$ cat src/soc_pkg.sv
`default_nettype none

package soc_pkg;

	localparam int ADDR_W = 32;
	localparam int DATA_W = 32;
	localparam int STRB_W = DATA_W / 8;

	// Memory map
	localparam logic [ADDR_W-1:0] GFX_BASE   = 32'h0200_0000;
	localparam int                GFX_SPAN_W = 8;
	localparam logic [ADDR_W-1:0] BOOT_BASE  = 32'h0201_0000;

	localparam logic [DATA_W-1:0] GFX_ID = 32'h4758_0100; // Graphics block identifier

	typedef struct packed {
		logic              sel;
		logic              enable;
		logic              write;
		logic [ADDR_W-1:0] addr;
		logic [DATA_W-1:0] wdata;
		logic [STRB_W-1:0] strb;
	} apb_req_t;

	typedef struct packed {
		logic              ready;
		logic [DATA_W-1:0] rdata;
		logic              slverr;
	} apb_rsp_t;

	typedef enum logic [1:0] {OWN_NONE, OWN_HOST, OWN_GFX} owner_e;

	typedef enum logic [1:0] {REG_ID, REG_CTRL, REG_FB_BASE, REG_SCRATCH} gfx_reg_e;

	// Byte lane merge for strobed writes
	function automatic logic [DATA_W-1:0] strb_merge(input logic [DATA_W-1:0] old_word,
	                                                 input logic [DATA_W-1:0] new_word,
	                                                 input logic [STRB_W-1:0] strb);
		logic [DATA_W-1:0] result;
		result = old_word;
		for (int i = 0; i < STRB_W; i++) begin
			if (strb[i])
				result[8*i +: 8] = new_word[8*i +: 8];
		end
		return result;
	endfunction

endpackage

`default_nettype wire

$ cat src/addr_decoder.sv
`timescale 1ns/1ps
`default_nettype none

module addr_decoder #(
	parameter int BOOT_WORDS = 256
) (
	input  soc_pkg::apb_req_t bus_req,
	output soc_pkg::apb_rsp_t bus_rsp,
	output soc_pkg::apb_req_t boot_req,
	input  soc_pkg::apb_rsp_t boot_rsp,
	output soc_pkg::apb_req_t gfx_reg_req,
	input  soc_pkg::apb_rsp_t gfx_reg_rsp
);
	import soc_pkg::*;

	localparam int BOOT_SPAN_W = $clog2(BOOT_WORDS) + 2; // Byte address bits

	logic boot_hit;
	logic gfx_hit;

	assign boot_hit = bus_req.addr[ADDR_W-1:BOOT_SPAN_W] == BOOT_BASE[ADDR_W-1:BOOT_SPAN_W];
	assign gfx_hit  = bus_req.addr[ADDR_W-1:GFX_SPAN_W] == GFX_BASE[ADDR_W-1:GFX_SPAN_W];

	always_comb begin
		// Same request to both, only the hit target sees sel
		boot_req        = bus_req;
		boot_req.sel    = bus_req.sel & boot_hit;
		gfx_reg_req     = bus_req;
		gfx_reg_req.sel = bus_req.sel & gfx_hit;

		if (boot_hit) begin
			bus_rsp = boot_rsp;
		end else if (gfx_hit) begin
			bus_rsp = gfx_reg_rsp;
		end else begin
			// Unmapped completes at once with an error
			bus_rsp.ready  = bus_req.sel & bus_req.enable;
			bus_rsp.rdata  = '0;
			bus_rsp.slverr = 1'b1;
		end
	end

endmodule

`default_nettype wire

$ cat config.mk
export PLATFORM = sky130hd
export DESIGN_NAME = addr_decoder
export DESIGN_NICKNAME = d
export VERILOG_FILES = /design/src/soc_pkg.sv /design/src/addr_decoder.sv
export SDC_FILE = /design/constraint.sdc
export NUM_CORES = 1
export LEC_CHECK = 0
export ABC_AREA = 1
export BUFFER_PORTS_ARGS = -buffer_cell sky130_fd_sc_hd__buf_2
export CORE_AREA = 2 2 123 125
export DETAILED_ROUTE_END_ITERATION = 10
export DIE_AREA = 0 0 125 127
export SYNTH_ARGS = -nofsm -noshare
export SYNTH_HDL_FRONTEND = slang
export SYNTH_SLANG_ARGS = --single-unit
$ cat constraint.sdc
create_clock -name vclk -period 2.95
set_input_delay 0.295 -clock vclk [all_inputs]
set_output_delay 0.295 -clock vclk [all_outputs]
set_load 0.01 [all_outputs]
==> results.txt <==
DRC marker count from the first detailed-route iteration: 44
Final nets: 476
Vias in the first global route: 1638
Pins Over Slew Limit: 0
Final hold violation count: 0
Antenna Cells: 0
Syn_nets: 443
Mapped Cells: 304
Clkbuf count: 0
First-pass GRT wire length: 8850 um
I/O Buffers: 180
P&R area growth vs syn: 2.41%
Commonest non-fill, non-tap cell in the layout: buf_2
Seq cells: 0
Routed met1 length: 2250 um
Routability cong.: 0.670
Leak Pwr: 1.17 nW
Hold_buf cts: 0
Die Y: 127 um
WL met2: 2770 um
GRT Total Usage: 0.0689
Post-synthesis cell area: 1820 sq um
Die W: 125 um
Final worst-path setup slack: 1020 ps
Data required time of the worst path: 2650 ps
ANT nets after route: 0
PostCTS Resize Cnt: 0
Row count: 44
Starting Density: 0.126
Core Util, Final: 0.129
Core ar.: 14400 sq um
Arrival @ worst endpoint: 1640 ps
Top post-synthesis cells by area: buf_4, nand3_1, nand2_1
Initial antenna violation count: 0
DRT Wirelength: 6200 um
Setup CP Type: in -> out
Hpwl dp: 5160 um
DRC: 0
First-pass detailed-route iteration total: 4
Seq/Total Area, Yosys: 0
Top cell type's share of synthesized area: 0.583
Die area: 15900 sq um
Met3 wire length: 826 um
Setup crit end: bus_rsp[33]
Via Count: 1821
Top Ports: 315
Synth warnings: 0
CP startpoint: bus_req[65]
Max cap viols: 0
Fmax: 517 MHz
Slew HR: 0.705
CP endpoint kind: output pin
Unique masters post-synth: 14
Share of cells above drive strength 1: 0.564
Via/cell ratio: 3.51
Post-Place Worst Slack: 989 ps
Leading area contributor after synthesis: buf_4
Critical path startpoint category: input pin
Worst slew pin tran: 443 ps
Period minus WS final: 1930 ps
Reg area: 0 sq um
Outcome: completed
Avg Inst Size Synth: 5.97 sq um
DR top layer: met4
Post-CTS Setup Repair Bufs: 0
Final setup fails: 0
Global route total overflow: 0
Largest net degree at the start of global routing: 37
Worst Hold Depth: 0
Total negative setup slack: 0 ps
Most frequent cells in the layout: buf_2, nand3_1, nand2_1
Max VDD drop: 0.0328 mV
Worst hold path class: in -> out
Period utilisation layout: 0.656
Routed length per instance: 11.9 um
Power density over cell area: 77.5 nW/um^2
CP max FO: 36
RSZ-0062 raised after global routing: no
==> metal layers <==
metal,vias up,track usage
li1,894,-
met1,739,0.0763
met2,147,0.115
met3,41,0.0247
met4,0,0.0386
met5,-,0
==> worst min path at each step <==
stage                 from              end  slack [ps]
6_report       bus_req[29]     boot_req[29]         590
5_1_grt        bus_req[36]  gfx_reg_req[36]         590
4_1_cts         bus_req[6]      boot_req[6]         590
3_5_place_dp    bus_req[6]      boot_req[6]         590
3_3_place_gp    bus_req[6]      boot_req[6]         590
2_1_floorplan   bus_req[0]      boot_req[0]         680
==> synthesized netlist by cell type <==
| cell | n |
|---|---|
| buf_2 | 8 |
| buf_4 | 141 |
| buf_6 | 2 |
| clkbuf_1 | 2 |
| inv_1 | 9 |
| inv_2 | 1 |
| nand2_1 | 44 |
| nand3_1 | 69 |
| nand3b_1 | 2 |
| nand4_1 | 3 |
| nor2_1 | 19 |
| nor2_2 | 2 |
| nor2_4 | 1 |
| nor3_2 | 1 |
==> kinds of logic after synthesis <==
kind of cell	share of synthesized area
buffers and inverters	0.642
AND/OR/NAND/NOR	0.358
==> area by class of cell <==
class                      instances  area (sq um)
fill                            1721         12600
multi-input combinational        141           661
tap                              184           230
timing repair buffer             184           931
inverter                          10          37.5
==> critical path: stages <==
cell,delay [ps]
buf_2,110
nor2_1,90
nand3_1,180
nor2_4,110
buf_4,390
nand3_1,130
nand2_1,80
nand3_1,60
nand2_1,60
buf_2,120
==> per-stage QoR <==
step | instances | hold slack, ps | area [sq um] | total power [mW]
after CTS | 519 | 590 | 1860 | 0.146
after detailed placement | 519 | 590 | 1860 | 0.146
after floorplan | 304 | 682 | 1820 | 0.208
final | 519 | 590 | 1860 | 0.144
after global placement | 519 | 590 | 1860 | 0.145
after global routing | 519 | 590 | 1860 | 0.157
==> report_power, final <==
part           total (mW)  switching, mW  internal, mW  leakage [nW]
combinational       0.144         0.0709        0.0731          1.17
clock                   0              0             0             0
sequential              0              0             0             0
total               0.144         0.0709        0.0731          1.17
Note: power is estimated with default switching activity, not from simulation.
