--- config.mk ---
export PLATFORM = sky130hd
export DESIGN_NAME = gfx_regs
export DESIGN_NICKNAME = d
export VERILOG_FILES = /design/src/soc_pkg.sv /design/src/gfx_regs.sv
export SDC_FILE = /design/constraint.sdc
export NUM_CORES = 1
export LEC_CHECK = 0
export BUFFER_PORTS_ARGS = -buffer_cell sky130_fd_sc_hd__buf_2
export CAP_MARGIN = 20
export CORE_MARGIN = 3
export CORE_UTILIZATION = 50
export DETAILED_ROUTE_END_ITERATION = 7
export PLACE_DENSITY = 0.76
export SLEW_MARGIN = 15
export SYNTH_ARGS = -nofsm -noshare
export SYNTH_HDL_FRONTEND = slang
export SYNTH_SLANG_ARGS = --single-unit
--- constraint.sdc ---
create_clock -name hdmi_pixClk -period 2.3 [get_ports hdmi_pixClk]
set_clock_uncertainty 0.1 [all_clocks]
set_input_delay 0.23 -clock hdmi_pixClk [delete_from_list [all_inputs] [get_ports hdmi_pixClk]]
set_output_delay 0.23 -clock hdmi_pixClk [all_outputs]
set_load 0.01 [all_outputs]
--- src/soc_pkg.sv ---
`default_nettype none

package soc_pkg;

	localparam int ADDR_W = 32;
	localparam int DATA_W = 32;
	localparam int STRB_W = DATA_W / 8;

	// Memory map
	localparam logic [ADDR_W-1:0] GFX_BASE   = 32'h0200_0000;
	localparam int                GFX_SPAN_W = 8;
	localparam logic [ADDR_W-1:0] BOOT_BASE  = 32'h0201_0000;

	localparam logic [DATA_W-1:0] GFX_ID = 32'h4758_0100; // Graphics block identifier

	typedef struct packed {
		logic              sel;
		logic              enable;
		logic              write;
		logic [ADDR_W-1:0] addr;
		logic [DATA_W-1:0] wdata;
		logic [STRB_W-1:0] strb;
	} apb_req_t;

	typedef struct packed {
		logic              ready;
		logic [DATA_W-1:0] rdata;
		logic              slverr;
	} apb_rsp_t;

	typedef enum logic [1:0] {OWN_NONE, OWN_HOST, OWN_GFX} owner_e;

	typedef enum logic [1:0] {REG_ID, REG_CTRL, REG_FB_BASE, REG_SCRATCH} gfx_reg_e;

	// Byte lane merge for strobed writes
	function automatic logic [DATA_W-1:0] strb_merge(input logic [DATA_W-1:0] old_word,
	                                                 input logic [DATA_W-1:0] new_word,
	                                                 input logic [STRB_W-1:0] strb);
		logic [DATA_W-1:0] result;
		result = old_word;
		for (int i = 0; i < STRB_W; i++) begin
			if (strb[i])
				result[8*i +: 8] = new_word[8*i +: 8];
		end
		return result;
	endfunction

endpackage

`default_nettype wire

--- src/gfx_regs.sv ---
`timescale 1ns/1ps
`default_nettype none

module gfx_regs (
	input  logic              hdmi_pixClk,
	input  logic              rst_n,
	input  soc_pkg::apb_req_t gfx_reg_req,
	output soc_pkg::apb_rsp_t gfx_reg_rsp
);
	import soc_pkg::*;

	gfx_reg_e          reg_sel;
	logic [DATA_W-1:0] ctrl_q;
	logic [DATA_W-1:0] fb_base_q;
	logic [DATA_W-1:0] scratch_q;
	logic              access;
	logic              wr;

	assign reg_sel = gfx_reg_e'(gfx_reg_req.addr[3:2]);
	assign access  = gfx_reg_req.sel & gfx_reg_req.enable;
	assign wr      = access & gfx_reg_req.write;

	always_ff @(posedge hdmi_pixClk or negedge rst_n) begin
		if (!rst_n) begin
			ctrl_q    <= '0;
			fb_base_q <= '0;
			scratch_q <= '0;
		end else if (wr) begin
			case (reg_sel)
				REG_CTRL:
					ctrl_q <= strb_merge(ctrl_q, gfx_reg_req.wdata, gfx_reg_req.strb);
				REG_FB_BASE:
					fb_base_q <= strb_merge(fb_base_q, gfx_reg_req.wdata, gfx_reg_req.strb);
				REG_SCRATCH:
					scratch_q <= strb_merge(scratch_q, gfx_reg_req.wdata, gfx_reg_req.strb);
				default: ; // ID is read only
			endcase
		end
	end

	always_comb begin
		gfx_reg_rsp.ready  = access; // No wait states
		gfx_reg_rsp.slverr = wr & (reg_sel == REG_ID);
		case (reg_sel)
			REG_ID:      gfx_reg_rsp.rdata = GFX_ID;
			REG_CTRL:    gfx_reg_rsp.rdata = ctrl_q;
			REG_FB_BASE: gfx_reg_rsp.rdata = fb_base_q;
			default:     gfx_reg_rsp.rdata = scratch_q;
		endcase
	end

endmodule

`default_nettype wire

==> flow_summary.yaml <==
setup_path:
  timing.reg2reg.setup_slack_ns: 1.42
  reg2reg_from: "fb_base_q[18]"
  timing.critical_path.required_ns: 1.97
  cpLargestDelayFamily: "buffers and inverters"
  arrival_ns: 1.52
  slowest_delay_ns: 0.27
  slowest_stage: "sky130_fd_sc_hd__buf_4"
  timing.critical_path.to_type: "output pin"
  timing.setup.critical_path_class: "primary input to output pin"
  r2r-end: "fb_base_q[18]"
  worst-path-buf-inv: 4
  crit_path_from: "gfx_reg_req[39]"
  cp_num_cells: 6
  cells_traversed_along_the_worst_timing_path: "buf_2 > buf_4 > nor2b_2 > buf_4 > a22o_1 > buf_2"
  critical_path.startpoint_type: "primary input"
  timing.critical_path.fanout_max: 16
  worst-r2r-cell-count: 1
  crit_end: "gfx_reg_rsp[1]"
global_route:
  antenna_found_initial: 0
  number_of_global_route_vias_before_repair: 2883
  gr-total-overflow: 0
  global_route.usage.total_pct: 18.5
  grt_pass1_wl_mm: 14.4
  grt_max_degree: 53
logic_synthesis:
  synth_nets: 374
  ys_seq_area_share_pct: 55.2
  yosys.area.top_type: "sky130_fd_sc_hd__dfrtp_1"
  synthDominantCellAreaShare_pct: 55.2
  ys_top_cells_by_area: "sky130_fd_sc_hd__dfrtp_1, sky130_fd_sc_hd__mux2_2, sky130_fd_sc_hd__a22o_1, sky130_fd_sc_hd__mux2i_1, sky130_fd_sc_hd__nor2_2"
  ff_latch_count_synth: 96
  netlist-cell-type-count: 20
  post_synth_instance_area_mm2: 0.00435
  yosys_warnings: 0
  synth_area_per_cell_um2: 14.5
  synthCells: 301
clocking:
  clk_root_buffer_cell: "sky130_fd_sc_hd__clkbuf_8"
  cts_buffers: 9
  cts.path.max_buffers: 2
  clkTransAtPathRegs_ns: 0.09
  number_of_post_cts_setup_repair_buffers: 0
  clk_latency_ns: 0.34
  clock_sinks: 96
  cts-resized-gates: 0
  cts_tree: "done"
  cts_htree_levels: 3
power:
  powerDensity_mw_per_mm2: 823
  power.ir.vdd_worst_v: 0.000407
  report.power.total_uw: 4190
  leakagePower_uw: 0.00244
place:
  post-place-ws_ns: 0.446
  hpwlAfterDp_mm: 6.06
  gpl.final_weighted_congestion: 0.699
  placed_area_mm2: 0.00487
  io_buffers: 76
timing:
  max_slew.worst_pin.slew_ns: 0.688
  final.setup.tns_ns: 0
  slew_headroom_pct: 54.2
  finalSetupViolCount: 0
  max_freq_mhz: 541
  fin_crit_ns: 1.85
  count_of_endpoints_failing_hold_in_the_final_timing_report: 0
  final_min_period_over_clock_period_pct: 80.4
  grt_setup_unrepaired: "no"
  post-route-worst-setup-slack_ns: 0.450
  slew_viol_final: 0
floorplanning:
  design.portCount: 107
  die_width_um: 99.3
  design.core.area_mm2: 0.00834
  die_span_y_um: 99.3
  dieArea_mm2: 0.00986
  starting_density_of_the_core_pct: 52.2
  floorplan.rows: 33
final_layout:
  final_layout_size_suffix_gt1_share_pct: 60.2
  nets: 455
  final_cell_area_mm2: 0.00510
  n_fill_cell: 672
  synth_to_final_area_change_pct: 17.1
  antenna_cells: 0
  utilization_pct: 61.1
routing:
  detailroute.via_count: 2744
  vias_per_cell: 5.58
  first_iter_violations: 68
  drt-total-wl_mm: 8.74
  drt-wirelength-per-cell_um: 17.8
  firstDrtPassIters: 4
  drt_drc_violations_left: 0
  ant_nets: 0
hold_path:
  hold_path_class: "primary input to flop"
status:
  run_status: "finished, final reports clean"
flow_run:
  maximum_capacitance_violations: 0
==> cell families (layout without fill, tap and decap cells) <==
logic type,count (synthesis),after routing,synth area share (%)
DFF,96,96,55.2
buffers and inverters,14,100,1.84
and+or+nand+nor,31,31,4.37
muxes,128,128,32.9
AOI/OAI and AO/OA,32,32,5.75
==> cells in the final DEF, fill, tap and decap left out, drive strengths merged <==
cell / netlist / final
a22o: 24 / 24
clkbuf: 3 / 9
mux2: 120 / 120
nor2b: 1 / 1
nand2: 2 / 2
a21oi: 8 / 8
clkinvlp: 0 / 3
buf: 11 / 83
dlygate4sd3: 0 / 1
and2: 1 / 1
nand4: 4 / 4
dfrtp: 96 / 96
bufinv: 0 / 2
clkinv: 0 / 2
nand2b: 2 / 2
mux2i: 8 / 8
nor3: 1 / 1
nor2: 20 / 20
==> layer usage <==
metal  up-vias  global-route usage, %  wire [um]
li1       1262                      -          -
met1      1416                   25.7       4160
met3         4                   3.02        407
met4         0                   5.88         48
met5         -                      0          0
met2        62                   29.8       4120
==> cells in the mapped netlist <==
cell type                  count
sky130_fd_sc_hd__a22o_1       24
sky130_fd_sc_hd__nand2_1       2
sky130_fd_sc_hd__nor3_1        1
sky130_fd_sc_hd__nand2b_4      1
sky130_fd_sc_hd__mux2i_1       8
sky130_fd_sc_hd__nor2_4        3
sky130_fd_sc_hd__buf_1         1
sky130_fd_sc_hd__dfrtp_1      96
sky130_fd_sc_hd__buf_2         7
sky130_fd_sc_hd__nor2_1        8
sky130_fd_sc_hd__buf_6         2
sky130_fd_sc_hd__nor2b_1       1
sky130_fd_sc_hd__mux2_2      120
sky130_fd_sc_hd__nor2_2        9
sky130_fd_sc_hd__nand2b_1      1
sky130_fd_sc_hd__and2_1        1
sky130_fd_sc_hd__clkbuf_1      3
sky130_fd_sc_hd__nand4_1       4
sky130_fd_sc_hd__buf_4         1
sky130_fd_sc_hd__a21oi_1       8
==> timing repair <==
action / 4_1_cts / 5_1_grt
hold buffers: 1 / 0
setup endpoints to repair: 0 / 0
endpoints found under the hold margin: 51 / 0
==> sequential cells by signal (all words and copies together), names as in the netlist <==
name       count
ctrl_q        32
fb_base_q     32
scratch_q     32
==> report_power, final <==
group / switching, uW / total, uW / internal (uW)
registers: 154 / 2170 / 2010
logic: 338 / 827 / 489
clock network: 587 / 1200 / 612
==> cell type report <==
| type | count | area, um2 | area share, % |
|---|---|---|---|
| clock buffers | 9 | 124 | 2.43 |
| repair buffers | 84 | 470 | 9.23 |
| clock inverters | 7 | 96.3 | 1.89 |
| well taps | 105 | 131 | 2.58 |
| multi-input cells | 191 | 1870 | 36.8 |
| flip-flops and latches | 96 | 2400 | 47.1 |
==> through the flow <==
step                      hold WS (ns)  std cells
after floorplan                 -0.166        301
after global placement           0.203        475
after detailed placement         0.218        475
after CTS                       0.0209        492
after global routing            0.0201        492
final                           0.0355        492
==> worst min-delay path by stage <==
stage                   startpoint       endpoint  depth (start not counted)
floorplan                    rst_n      ctrl_q[0]                          0
global placement             rst_n  scratch_q[20]                          1
detailed placement           rst_n  scratch_q[20]                          1
CTS                 gfx_reg_req[9]      ctrl_q[5]                          2
global route        gfx_reg_req[9]   fb_base_q[5]                          2
finish              gfx_reg_req[9]      ctrl_q[5]                          2
(Power assumes the default switching activity.)
