[src/soc_pkg.sv]
`default_nettype none

package soc_pkg;

	localparam int ADDR_W = 32;
	localparam int DATA_W = 32;
	localparam int STRB_W = DATA_W / 8;

	// Memory map
	localparam logic [ADDR_W-1:0] GFX_BASE   = 32'h0200_0000;
	localparam int                GFX_SPAN_W = 8;
	localparam logic [ADDR_W-1:0] BOOT_BASE  = 32'h0201_0000;

	localparam logic [DATA_W-1:0] GFX_ID = 32'h4758_0100; // Graphics block identifier

	typedef struct packed {
		logic              sel;
		logic              enable;
		logic              write;
		logic [ADDR_W-1:0] addr;
		logic [DATA_W-1:0] wdata;
		logic [STRB_W-1:0] strb;
	} apb_req_t;

	typedef struct packed {
		logic              ready;
		logic [DATA_W-1:0] rdata;
		logic              slverr;
	} apb_rsp_t;

	typedef enum logic [1:0] {OWN_NONE, OWN_HOST, OWN_GFX} owner_e;

	typedef enum logic [1:0] {REG_ID, REG_CTRL, REG_FB_BASE, REG_SCRATCH} gfx_reg_e;

	// Byte lane merge for strobed writes
	function automatic logic [DATA_W-1:0] strb_merge(input logic [DATA_W-1:0] old_word,
	                                                 input logic [DATA_W-1:0] new_word,
	                                                 input logic [STRB_W-1:0] strb);
		logic [DATA_W-1:0] result;
		result = old_word;
		for (int i = 0; i < STRB_W; i++) begin
			if (strb[i])
				result[8*i +: 8] = new_word[8*i +: 8];
		end
		return result;
	endfunction

endpackage

`default_nettype wire

[src/bus_arbiter.sv]
`timescale 1ns/1ps
`default_nettype none

module bus_arbiter (
	input  logic              hdmi_pixClk,
	input  logic              rst_n,
	input  soc_pkg::apb_req_t host_req,
	input  soc_pkg::apb_req_t gfx_req,
	input  soc_pkg::apb_rsp_t bus_rsp,
	output soc_pkg::apb_rsp_t host_rsp,
	output soc_pkg::apb_rsp_t gfx_rsp,
	output soc_pkg::apb_req_t bus_req
);
	import soc_pkg::*;

	owner_e owner_q;
	owner_e owner_cur;
	owner_e grant;
	logic   host_won_q; // Host was served last
	logic   contend;
	logic   done;

	assign contend = host_req.sel & gfx_req.sel;

	always_comb begin
		grant = OWN_NONE;
		if (contend)
			grant = host_won_q ? OWN_GFX : OWN_HOST; // One not served last wins
		else if (host_req.sel)
			grant = OWN_HOST;
		else if (gfx_req.sel)
			grant = OWN_GFX;
	end

	// Decide in the idle cycle so the setup phase is not delayed
	assign owner_cur = (owner_q == OWN_NONE) ? grant : owner_q;

	always_comb begin
		bus_req  = '0;
		host_rsp = '0;
		gfx_rsp  = '0;
		case (owner_cur)
			OWN_HOST: begin
				bus_req  = host_req;
				host_rsp = bus_rsp;
			end
			OWN_GFX: begin
				bus_req  = gfx_req;
				gfx_rsp  = bus_rsp;
			end
			default: ;
		endcase
		// A waiting requester already holds enable high
		if (owner_q == OWN_NONE)
			bus_req.enable = 1'b0;
	end

	assign done = bus_req.sel & bus_req.enable & bus_rsp.ready;

	always_ff @(posedge hdmi_pixClk or negedge rst_n) begin
		if (!rst_n) begin
			owner_q    <= OWN_NONE;
			host_won_q <= 1'b0;
		end else begin
			owner_q <= done ? OWN_NONE : owner_cur;
			if (done)
				host_won_q <= (owner_q == OWN_HOST);
		end
	end

	// Access phase on the shared bus runs to ready without a change of owner
	a_owner_held: assert property (@(posedge hdmi_pixClk) disable iff (!rst_n)
		(bus_req.sel && bus_req.enable && !bus_rsp.ready) |=> $stable(bus_req));

endmodule

`default_nettype wire

[config.mk]
export PLATFORM = sky130hd
export DESIGN_NAME = bus_arbiter
export DESIGN_NICKNAME = d
export VERILOG_FILES = /design/src/soc_pkg.sv /design/src/bus_arbiter.sv
export SDC_FILE = /design/constraint.sdc
export NUM_CORES = 1
export LEC_CHECK = 0
export BUFFER_PORTS_ARGS = -buffer_cell sky130_fd_sc_hd__buf_4
export CORE_AREA = 3 3 122 124
export CTS_BUF_LIST = sky130_fd_sc_hd__clkbuf_2 sky130_fd_sc_hd__clkbuf_4 sky130_fd_sc_hd__clkbuf_8
export CTS_CLUSTER_SIZE = 24
export DETAILED_ROUTE_END_ITERATION = 12
export DIE_AREA = 0 0 125 127
export SLEW_MARGIN = 20
export SYNTH_ARGS = -nofsm -noshare
export SYNTH_HDL_FRONTEND = slang
export SYNTH_SLANG_ARGS = --single-unit
export TNS_END_PERCENT = 50
[constraint.sdc]
create_clock -name hdmi_pixClk -period 1.8 [get_ports hdmi_pixClk]
set_input_delay 0.18 -clock hdmi_pixClk [delete_from_list [all_inputs] [get_ports hdmi_pixClk]]
set_output_delay 0.18 -clock hdmi_pixClk [all_outputs]
set_load 0.05 [all_outputs]
==> impl_results.md, run 1 <==
* DRT Wirelength at 14800 um
* CTS Buf Count at 3
* Final global-route overflow total at 0
* Internal power at 0.00592 W
* GRT Overall Usage at 0.146
* Failing checks: negative setup slack
* Cell chain of the critical path: nand2b_4 > a31oi_4 > inv_2 > ha_4 > buf_6 > buf_6 > a211oi_4 > buf_6
* H-tree depth at 1
* Max VDD drop at 1.32 mV
* Routed Antenna Nets at 0
* Sequential power share at 0.009
* Maximum fanout along the worst path at 5
* Max Cap Violations at 0
* Final min period at 2.18 ns
* I/O Buffers at 316
* Reg clk slew, reported paths at 0.03 ns
* FFs w/ async S/R, synth at 1.00
* Critical path class: reg -> out
* Delay-heaviest family, CP: buffers and inverters
* Final hold vios at 0
* Share of layout cells above drive strength 1 at 0.938
* Die width at 125 um
* P per Cell Area at 2060 nW/um^2
* Synth-to-Final Area Change at 312%
* CTS Buffer Depth at 2
* Vias in the first global route at 3653
* HPWL after DPL at 9920 um
* Slew HR at 0.768
* Net Count, Synth at 440
* Top-count cell post-synth: a22oi_1
* Buf+Inv Stages, Crit Path at 4
* Yosys top cell area share at 0.340
* Actual slew at the worst max-slew pin at 0.348 ns
* First-pass DRT Iterations at 4
* Critical Path Sink Type: output pin
* Max Slew Vio Count at 0
* CP arrival at 2.00 ns
* Hold crit path type: in -> async
* Mapped Area at 1570 um^2
* FMAX at 0.458 GHz
* Slowest CP cell: dfrtp_1
* WL/cell at 18.6 um
* Nets at 794
* Commonest cells post-synth: 71 x a22oi_1, 70 x nor2_1, 68 x and2_1
* Synth Register Bits at 3
* Layout Skew at 0.00225 ns
* Antenna Diode Count at 0
* Clock Latency Late Sink at 0.22 ns
* CP most frequent cell: buf_6
* Worst Hold Slack at 0.331 ns
* Critical Path RT at 1.62 ns
* Final Total Pwr at 0.0133 W
* Largest area contributor in the netlist: a22oi_1
* Switching power at 0.00743 W
* # clock sinks at 3
* 1st-iter DRT viols at 115
* Setup TNS at -37.71 ns
* Via count at 3518
* Switching share of power at 0.557
* Routability cong. at 0.951
* Area contributors post-synth: a22oi_1 34%, and2_1 27%, nor2_1 17%, dfrtp_1 4.8%, buf_4 3.3%
* Synth Warn # at 0
* Row Count at 43
* Max stage delay on crit path at 0.39 ns
* Initial Util at 0.113
* Crit path launch type: flip-flop
* First-pass GRT wire length at 19100 um
* Via/cell ratio at 4.44
* CTS tree: done
* Leakage power at 2.95 nW
* Setup violations, final at 142
* Sequential area share after synthesis at 0.0478
* Drt drc at 0
* Maximum number of pins on one net before global-route repair at 24
* Primary FF master, synth: dfrtp_1
* Clk root buf: clkbuf_8
* Final period utilization at 1.21
* Initial antenna violation count at 0
* Clock Power Share at 0.016
* RSZ-0062 raised after global routing: yes
* Status: finished with violations
* Mapped Cells at 260
* Syn_area_per_cell at 6.03 um^2
* Die height at 127 um
* Placeable Area at 13900 um^2
* Combinational share of power at 0.975
* Number of synthesized flops with an enable pin at 0
* Final WS setup at -0.385 ns
* I/O pin cnt at 317
* Die area at 15900 um^2
* Yosys cell types at 19
-- through the flow --
| stage | cells | utilization | worst slack, ns | area [um^2] |
|---|---|---|---|---|
| floorplan | 260 | - | -0.438 | 1900 |
| global placement | 757 | 0.335 | -0.120 | 4650 |
| detailed placement | 757 | 0.335 | -0.195 | 4650 |
| CTS | 782 | 0.393 | -0.402 | 5460 |
| global route | 793 | 0.466 | -0.456 | 6460 |
| finish | 793 | 0.466 | -0.385 | 6460 |
-- registers in the layout, indices dropped and copies added, names as in the netlist --
register	flops
owner_q	2
host_won_q	1
-- layout make-up --
class,instances,area (um^2)
Clock buffer,4,48.8
Fill cell,1251,7420
Inverter,4,15.0
Multi-Input combinational cell,223,2130
Sequential cell,3,75.1
Tap cell,180,225
Timing Repair Buffer,379,3970
-- power by group through the flow --
stage,combinational (W),clock (W),sequential (W)
2_1_floorplan,0.00636,0,0.000119
3_3_place_gp,0.00924,0,0.000116
3_5_place_dp,0.00932,0,0.000119
4_1_cts,0.0113,0.000220,0.000120
5_1_grt,0.0135,0.000228,0.000124
6_report,0.0130,0.000214,0.000121
-- placed cells by master, fill, tap and decap left out --
master,netlist,layout
a211oi_4,0,1
a21oi_1,2,2
a22oi_1,71,8
a22oi_2,0,63
a2bb2oi_1,1,1
a31oi_2,0,1
a31oi_4,0,1
and2_1,68,6
and2_4,0,62
buf_12,0,9
buf_16,0,6
buf_4,7,198
buf_6,0,114
buf_8,0,44
bufbuf_16,0,1
clkbuf_16,0,6
clkbuf_4,0,1
clkbuf_8,0,3
dfrtp_1,3,3
dlygate4sd3_1,0,1
ha_4,0,2
inv_1,4,2
inv_2,0,2
nand2_1,2,2
nand2b_4,0,1
nand3b_1,1,1
nor2_1,70,11
nor2_2,0,35
nor2_4,0,24
nor4_1,1,1
nor4b_2,1,1
-- layer usage --
layer	part of all wire	wire, um	up-vias	GRT usage
li1	-	-	1621	-
met5	0	0	-	0
met2	0.57	8450	226	0.297
met1	0.33	4860	1653	0.151
met3	0.086	1270	18	0.0380
met4	0.013	189	0	0.0236
-- cells by family after synthesis --
group	synth area share
fa+ha+maj	0.0159
buf+inv	0.106
compound gates	0.364
simple gates	0.466
flops	0.0478
-- timing repair --
item                                   4_1_cts  5_1_grt
setup endpoints to repair                  142      142
endpoints found under the hold margin        3        0
gates cloned                                 6        6
gates resized for setup                    117      243
hold buffers                                 1        0
pin swaps                                   12       59
setup buffers                               16        7
-- path summary, 6_finish.rpt --
kind                                  start     endpoint  slack (ns)  cells after the start
worst max-delay path             host_won_q  bus_req[69]       -0.38                      8
worst min-delay path                  rst_n   owner_q[1]        0.33                      2
worst max register to register   host_won_q   owner_q[0]       -0.34                      9
worst min register to register   owner_q[1]   host_won_q        0.57                      2
max in group asynchronous             rst_n   owner_q[0]        1.37                      2
min in group hdmi_pixClk        bus_rsp[33]   host_won_q        0.42                      4
(Power assumes the default switching activity.)
==> run 2: changes to the inputs <==
--- a/config.mk
+++ b/config.mk
@@ -11,6 +11,7 @@
 export CTS_CLUSTER_SIZE = 24
 export DETAILED_ROUTE_END_ITERATION = 12
 export DIE_AREA = 0 0 125 127
+export SKIP_LAST_GASP = 1
 export SLEW_MARGIN = 20
 export SYNTH_ARGS = -nofsm -noshare
 export SYNTH_HDL_FRONTEND = slang
==> run 2 against run 1 <==
Net effect:
- the run still ends with negative setup slack left
- register-to-register slack better by 0.10 ns
- clock power is essentially flat
- first-iteration DRC count down 17%
- maximum frequency fell by 0.38%
- wire length shrank 9.9%
- clock-buffer cell count is the same
==> impl_results.md, run 2 (synthesis gave the netlist of run 1 again) <==
* Status: finished with violations
* Failing checks: negative setup slack
* Maximum fanout along the worst path at 8
* Final global-route overflow total at 0
* Layout Skew at 0.00397 ns
* Final WS setup at -0.393 ns
* Final Total Pwr at 0.0120 W
* Initial antenna violation count at 0
* Delay-heaviest family, CP: buffers and inverters
* Final hold vios at 0
* Final Instance Area at 5700 um^2
* DP Cell Count at 757
* FMAX at 0.456 GHz
* Critical Path Stages at 9
* Cell chain of the critical path: nand2b_4 > a31oi_4 > buf_6 > ha_4 > buf_12 > buf_12 > a22oi_2 > a211oi_2 > buf_6
* Most common cell after layout, fill and taps aside: buf_4
* Max stage delay on crit path at 0.39 ns
* Crit path from: host_won_q
* Die area at 15900 um^2
* RSZ-0062 raised after global routing: yes
* Row Count at 43
* P per Cell Area at 2100 nW/um^2
* Actual slew at the worst max-slew pin at 0.408 ns
* I/O pin cnt at 317
* Nets at 785
* Via count at 3442
* Via/cell ratio at 4.39
* Leakage power at 2.72 nW
* H-tree depth at 1
* Final core utilization at 0.411
* Final period utilization at 1.22
* Hold crit path type: in -> async
* Slew HR at 0.728
* # clock sinks at 3
* Placeable Area at 13900 um^2
* Max Cap Violations at 0
* Final Non-Filler Cells at 784
* Placed cell areas at 4650 um^2
* Maximum number of pins on one net before global-route repair at 24
* Max VDD drop at 1.31 mV
* Drt drc at 0
* Die height at 127 um
* DRT Wirelength at 13300 um
* CTS Buf Count at 3
* Max reg flops at 2
* CTS tree: done
* Setup violations, final at 142
* Critical Path Sink Type: output pin
* Worst R2R Start: host_won_q
* HPWL after DPL at 9920 um
* GRT Overall Usage at 0.145
* Routed Antenna Nets at 0
* Biggest register: owner_q
* Most frequent cells in the layout: 261 x buf_4, 75 x buf_6, 55 x and2_1
* Share of layout cells above drive strength 1 at 0.791
* Synth-to-Final Area Change at 263%
* CTS Buffer Depth at 2
* 1st-iter DRT viols at 96
* Clk root buf: clkbuf_8
* Vias in the first global route at 3634
* Initial Util at 0.113
* Clock Latency Late Sink at 0.22 ns
* Buf+Inv Stages, Crit Path at 4
* Antenna Diode Count at 0
* Regs by FF count: owner_q (2), host_won_q (1)
* Slowest CP cell: dfrtp_1
* First-pass GRT wire length at 18900 um
* WL/cell at 17.0 um
* Routability cong. at 0.951
* Max Slew Vio Count at 0
* CP arrival at 2.01 ns
* Final min period at 2.19 ns
* First-pass DRT Iterations at 5
* Critical Path RT at 1.62 ns
* Worst Hold Slack at 0.313 ns
* Critical path class: reg -> out
* Worst Reg-to-Reg Cells at 10
* Crit path launch type: flip-flop
* Reg clk slew, reported paths at 0.04 ns
* Die width at 125 um
* I/O Buffers at 316
-- run 2: cell types whose count changed in the layout (fill, tap and decap cells not counted), moves of 3 or more --
cell       change
clkbuf_16      -4
buf_6         -39
nor2_1        +21
and2_1        +49
buf_8         -29
and2_4        -49
buf_4         +63
nor2_2        -18
nor2_4         -3
a22oi_2       -20
a22oi_1       +20
-- run 2: stage by stage --
step           TNS (ns)  setup slack (ns)
2_1_floorplan    -20.92            -0.438
3_3_place_gp      -5.25            -0.120
3_5_place_dp      -8.51            -0.195
4_1_cts          -42.93            -0.402
5_1_grt          -45.84            -0.464
6_report         -36.02            -0.393
-- run 2: timing repair --
action                                  in CTS  in global routing
resized for setup                           87                 83
setup buffers                               16                  1
hold endpoints to repair                     3                  0
cloned                                       6                  2
endpoints found under the setup margin     142                142
hold buffers                                 1                  0
pin swaps                                   12                 12
-- run 2: per-layer routing --
metal	routed length, um	GRT usage	part of all wire
met5	0	0	0
met4	246	0.0268	0.018
met3	1180	0.0385	0.089
met2	7340	0.293	0.55
met1	4540	0.150	0.34
-- run 2: power breakdown --
group | internal [W] | switching, W | leakage (nW)
Sequential | 0.0000979 | 0.0000234 | 0.0337
Combinational | 0.00472 | 0.00691 | 2.66
Clock | 0.000167 | 0.0000491 | 0.0262
Total | 0.00498 | 0.00698 | 2.72
-- run 2: worst paths after layout --
kind / to / slack, ns
worst min-delay path: owner_q[1] / 0.31
worst min register to register: host_won_q / 0.57
worst max register to register: owner_q[0] / -0.24
max in group asynchronous: owner_q[0] / 1.39
worst max-delay path: bus_req[69] / -0.39
min in group hdmi_pixClk: host_won_q / 0.40
-- run 2: final cells by class --
class | count | area (um^2)
inverters | 4 | 15.0
fillers | 1335 | 8180
repair buffers | 370 | 3470
well taps | 180 | 225
clock buffers | 4 | 48.8
flip-flops and latches | 3 | 75.1
multi-input cells | 223 | 1860
-- run 2: worst register-to-register path, stage by stage (launching register included) --
cell      delay, ns
dfrtp_1        0.39
nand2b_4       0.15
a31oi_4        0.19
buf_6          0.13
ha_4           0.15
buf_12         0.14
buf_12         0.12
a22oi_2        0.06
buf_4          0.16
nor4b_4        0.29
a21oi_1        0.13
==> run 3: changes to the inputs <==
--- a/config.mk
+++ b/config.mk
@@ -11,7 +11,7 @@
 export CTS_CLUSTER_SIZE = 24
 export DETAILED_ROUTE_END_ITERATION = 12
 export DIE_AREA = 0 0 125 127
-export SKIP_LAST_GASP = 1
+export SKIP_CTS_REPAIR_TIMING = 1
 export SLEW_MARGIN = 20
 export SYNTH_ARGS = -nofsm -noshare
 export SYNTH_HDL_FRONTEND = slang
==> constraint.sdc (replaced) <==
create_clock -name hdmi_pixClk -period 2.15 [get_ports hdmi_pixClk]
set_input_delay 0.215 -clock hdmi_pixClk [delete_from_list [all_inputs] [get_ports hdmi_pixClk]]
set_output_delay 0.215 -clock hdmi_pixClk [all_outputs]
set_load 0.05 [all_outputs]
==> run 3 against run 2 <==
Net effect:
- the flow still finishes with violations (negative setup slack)
- clock skew fell by 0.0027 ns
- clock-buffer cell count did not move
- wire length is 6.8% lower
- worst hold slack improved by 0.038 ns
- non-clock buffer count is 30 lower
- die area unchanged
- sequential share of layout area increased by 0.15 points
- register-to-register slack better by 0.39 ns
- global-route usage decreased by 4.0 points
- largest cell class unchanged
- highest routed layer unchanged
==> impl_results.md, run 3 (synthesis gave the netlist of run 1 again) <==
* Max reg flops at 2
* HPWL after DPL at 8080 um
* Leakage power at 2.50 nW
* Regs by FF count: owner_q (2), host_won_q (1)
* Die area at 15900 um^2
* 1st-iter DRT viols at 120
* Most frequent cells in the layout: 229 x buf_4, 97 x buf_6, 66 x and2_1
* Status: finished with violations
* # clock sinks at 3
* Clock Latency Late Sink at 0.21 ns
* Layout Skew at 0.00124 ns
* Hold crit path type: in -> async
* Biggest register: owner_q
* Crit path launch type: flip-flop
* DP Cell Count at 733
* RSZ-0062 raised after global routing: yes
* Routability cong. at 0.793
* CTS Buf Count at 3
* P per Cell Area at 1730 nW/um^2
* Placeable Area at 13900 um^2
* Sequential power share at 0.012
* Share of layout cells above drive strength 1 at 0.704
* Max stage delay on crit path at 0.38 ns
* Routed Antenna Nets at 0
* Max VDD drop at 0.985 mV
* Final min period at 2.17 ns
* Buf+Inv Stages, Crit Path at 3
* Final Non-Filler Cells at 754
* Failing checks: negative setup slack
* Drt drc at 0
* First-pass GRT wire length at 14400 um
* Initial antenna violation count at 0
* Via count at 3221
* Cell chain of the critical path: nand2b_4 > a31oi_4 > inv_1 > ha_4 > clkbuf_16 > a22oi_1 > nor2_1 > buf_4
* Maximum number of pins on one net before global-route repair at 58
* DRT Wirelength at 12400 um
* GRT Overall Usage at 0.106
* Critical Path Stages at 8
* Setup violations, final at 8
* Max Cap Violations at 0
* Combinational share of power at 0.968
* Pre-CTS setup slack at 0.0915 ns
* Via/cell ratio at 4.27
* Internal power at 0.00344 W
* Critical path class: reg -> out
* H-tree depth at 1
* I/O pin cnt at 317
* Final global-route overflow total at 0
* Critical Path Sink Type: output pin
* I/O Buffers at 316
* Placed cell areas at 4170 um^2
* Register area at 75.1 um^2
* FMAX at 0.461 GHz
* CP arrival at 1.96 ns
* CTS tree: done
* Slew HR at 0.770
* Nets at 755
* WL/cell at 16.5 um
* Switching power at 0.00543 W
* Final Total Pwr at 0.00887 W
* Clock Power Share at 0.020
* Switching share of power at 0.613
* # fillers at 1458
* CTS Buffer Depth at 2
* Area of the multi-input gates at 1620 um^2
* Antenna Diode Count at 0
* Initial Util at 0.113
* Die width at 125 um
* Synth-to-Final Area Change at 226%
* Final hold vios at 0
* Delay-heaviest family, CP: buffers and inverters
* Actual slew at the worst max-slew pin at 0.344 ns
* Final Instance Area at 5110 um^2
* Final period utilization at 1.01
* Worst Hold Slack at 0.351 ns
* Max Slew Vio Count at 0
* Most common cell after layout, fill and taps aside: buf_4
* First-pass DRT Iterations at 4
* Slowest CP cell: dfrtp_1
* Worst Reg-to-Reg Cells at 9
* Maximum fanout along the worst path at 27
* Reg clk slew, reported paths at 0.03 ns
* Vias in the first global route at 2843
* Critical Path RT at 1.93 ns
* Clk root buf: clkbuf_8
* Final WS setup at -0.0201 ns
* Die height at 127 um
* Row Count at 43
## run 3: cell types whose count changed in the layout (fill, tap and decap cells not counted), moves of 15 or more
cell	delta
buf_6	+22
buf_4	-32
buf_8	-15
nor2_4	-21
nor2_1	+22
## run 3: routing by layer
layer | track usage | vias to the layer above | wire length, um
met2 | 0.191 | 159 | 6710
li1 | - | 1535 | -
met3 | 0.0196 | 8 | 806
met1 | 0.132 | 1519 | 4760
met5 | 0 | - | 0
met4 | 0.0191 | 0 | 132
## run 3: power by group through the flow
stage                     clock, W  sequential [W]  combinational (W)
final                     0.000175        0.000108            0.00859
after global routing      0.000188        0.000111            0.00895
after CTS                 0.000180        0.000100            0.00681
after detailed placement         0        0.000100            0.00679
after global placement           0       0.0000992            0.00681
after floorplan                  0       0.0000962            0.00465
## run 3: worst paths after layout
path | startpoint | endpoint | slack, ns
worst max-delay path | host_won_q | bus_req[28] | -0.02
worst min-delay path | rst_n | owner_q[0] | 0.35
worst max register to register | host_won_q | owner_q[1] | 0.15
worst min register to register | owner_q[1] | host_won_q | 0.48
max in group asynchronous | rst_n | owner_q[1] | 1.70
min in group hdmi_pixClk | host_req[70] | owner_q[0] | 0.42
## run 3: layout make-up
class                      count  area share
tap                          180      0.0440
sequential                     3      0.0147
timing repair buffer         340       0.613
inverter                       4     0.00294
clock buffer                   4     0.00954
multi-input combinational    223       0.316
## run 3: worst register-to-register path, delay by kind of cell (launching register included)
kind / cells / cell delay [ns]
AOI/OAI and AO/OA: 3 / 0.39
adders and majority gates: 1 / 0.19
buffers and inverters: 3 / 0.42
DFF: 1 / 0.38
and+or+nand+nor: 2 / 0.49
## run 3: per-stage QoR
step                      utilization  setup TNS (ns)
after floorplan                     -          -13.78
after global placement          0.301               0
after detailed placement        0.301               0
after CTS                       0.304           -6.29
after global routing            0.368           -4.99
final                           0.368         -0.0606
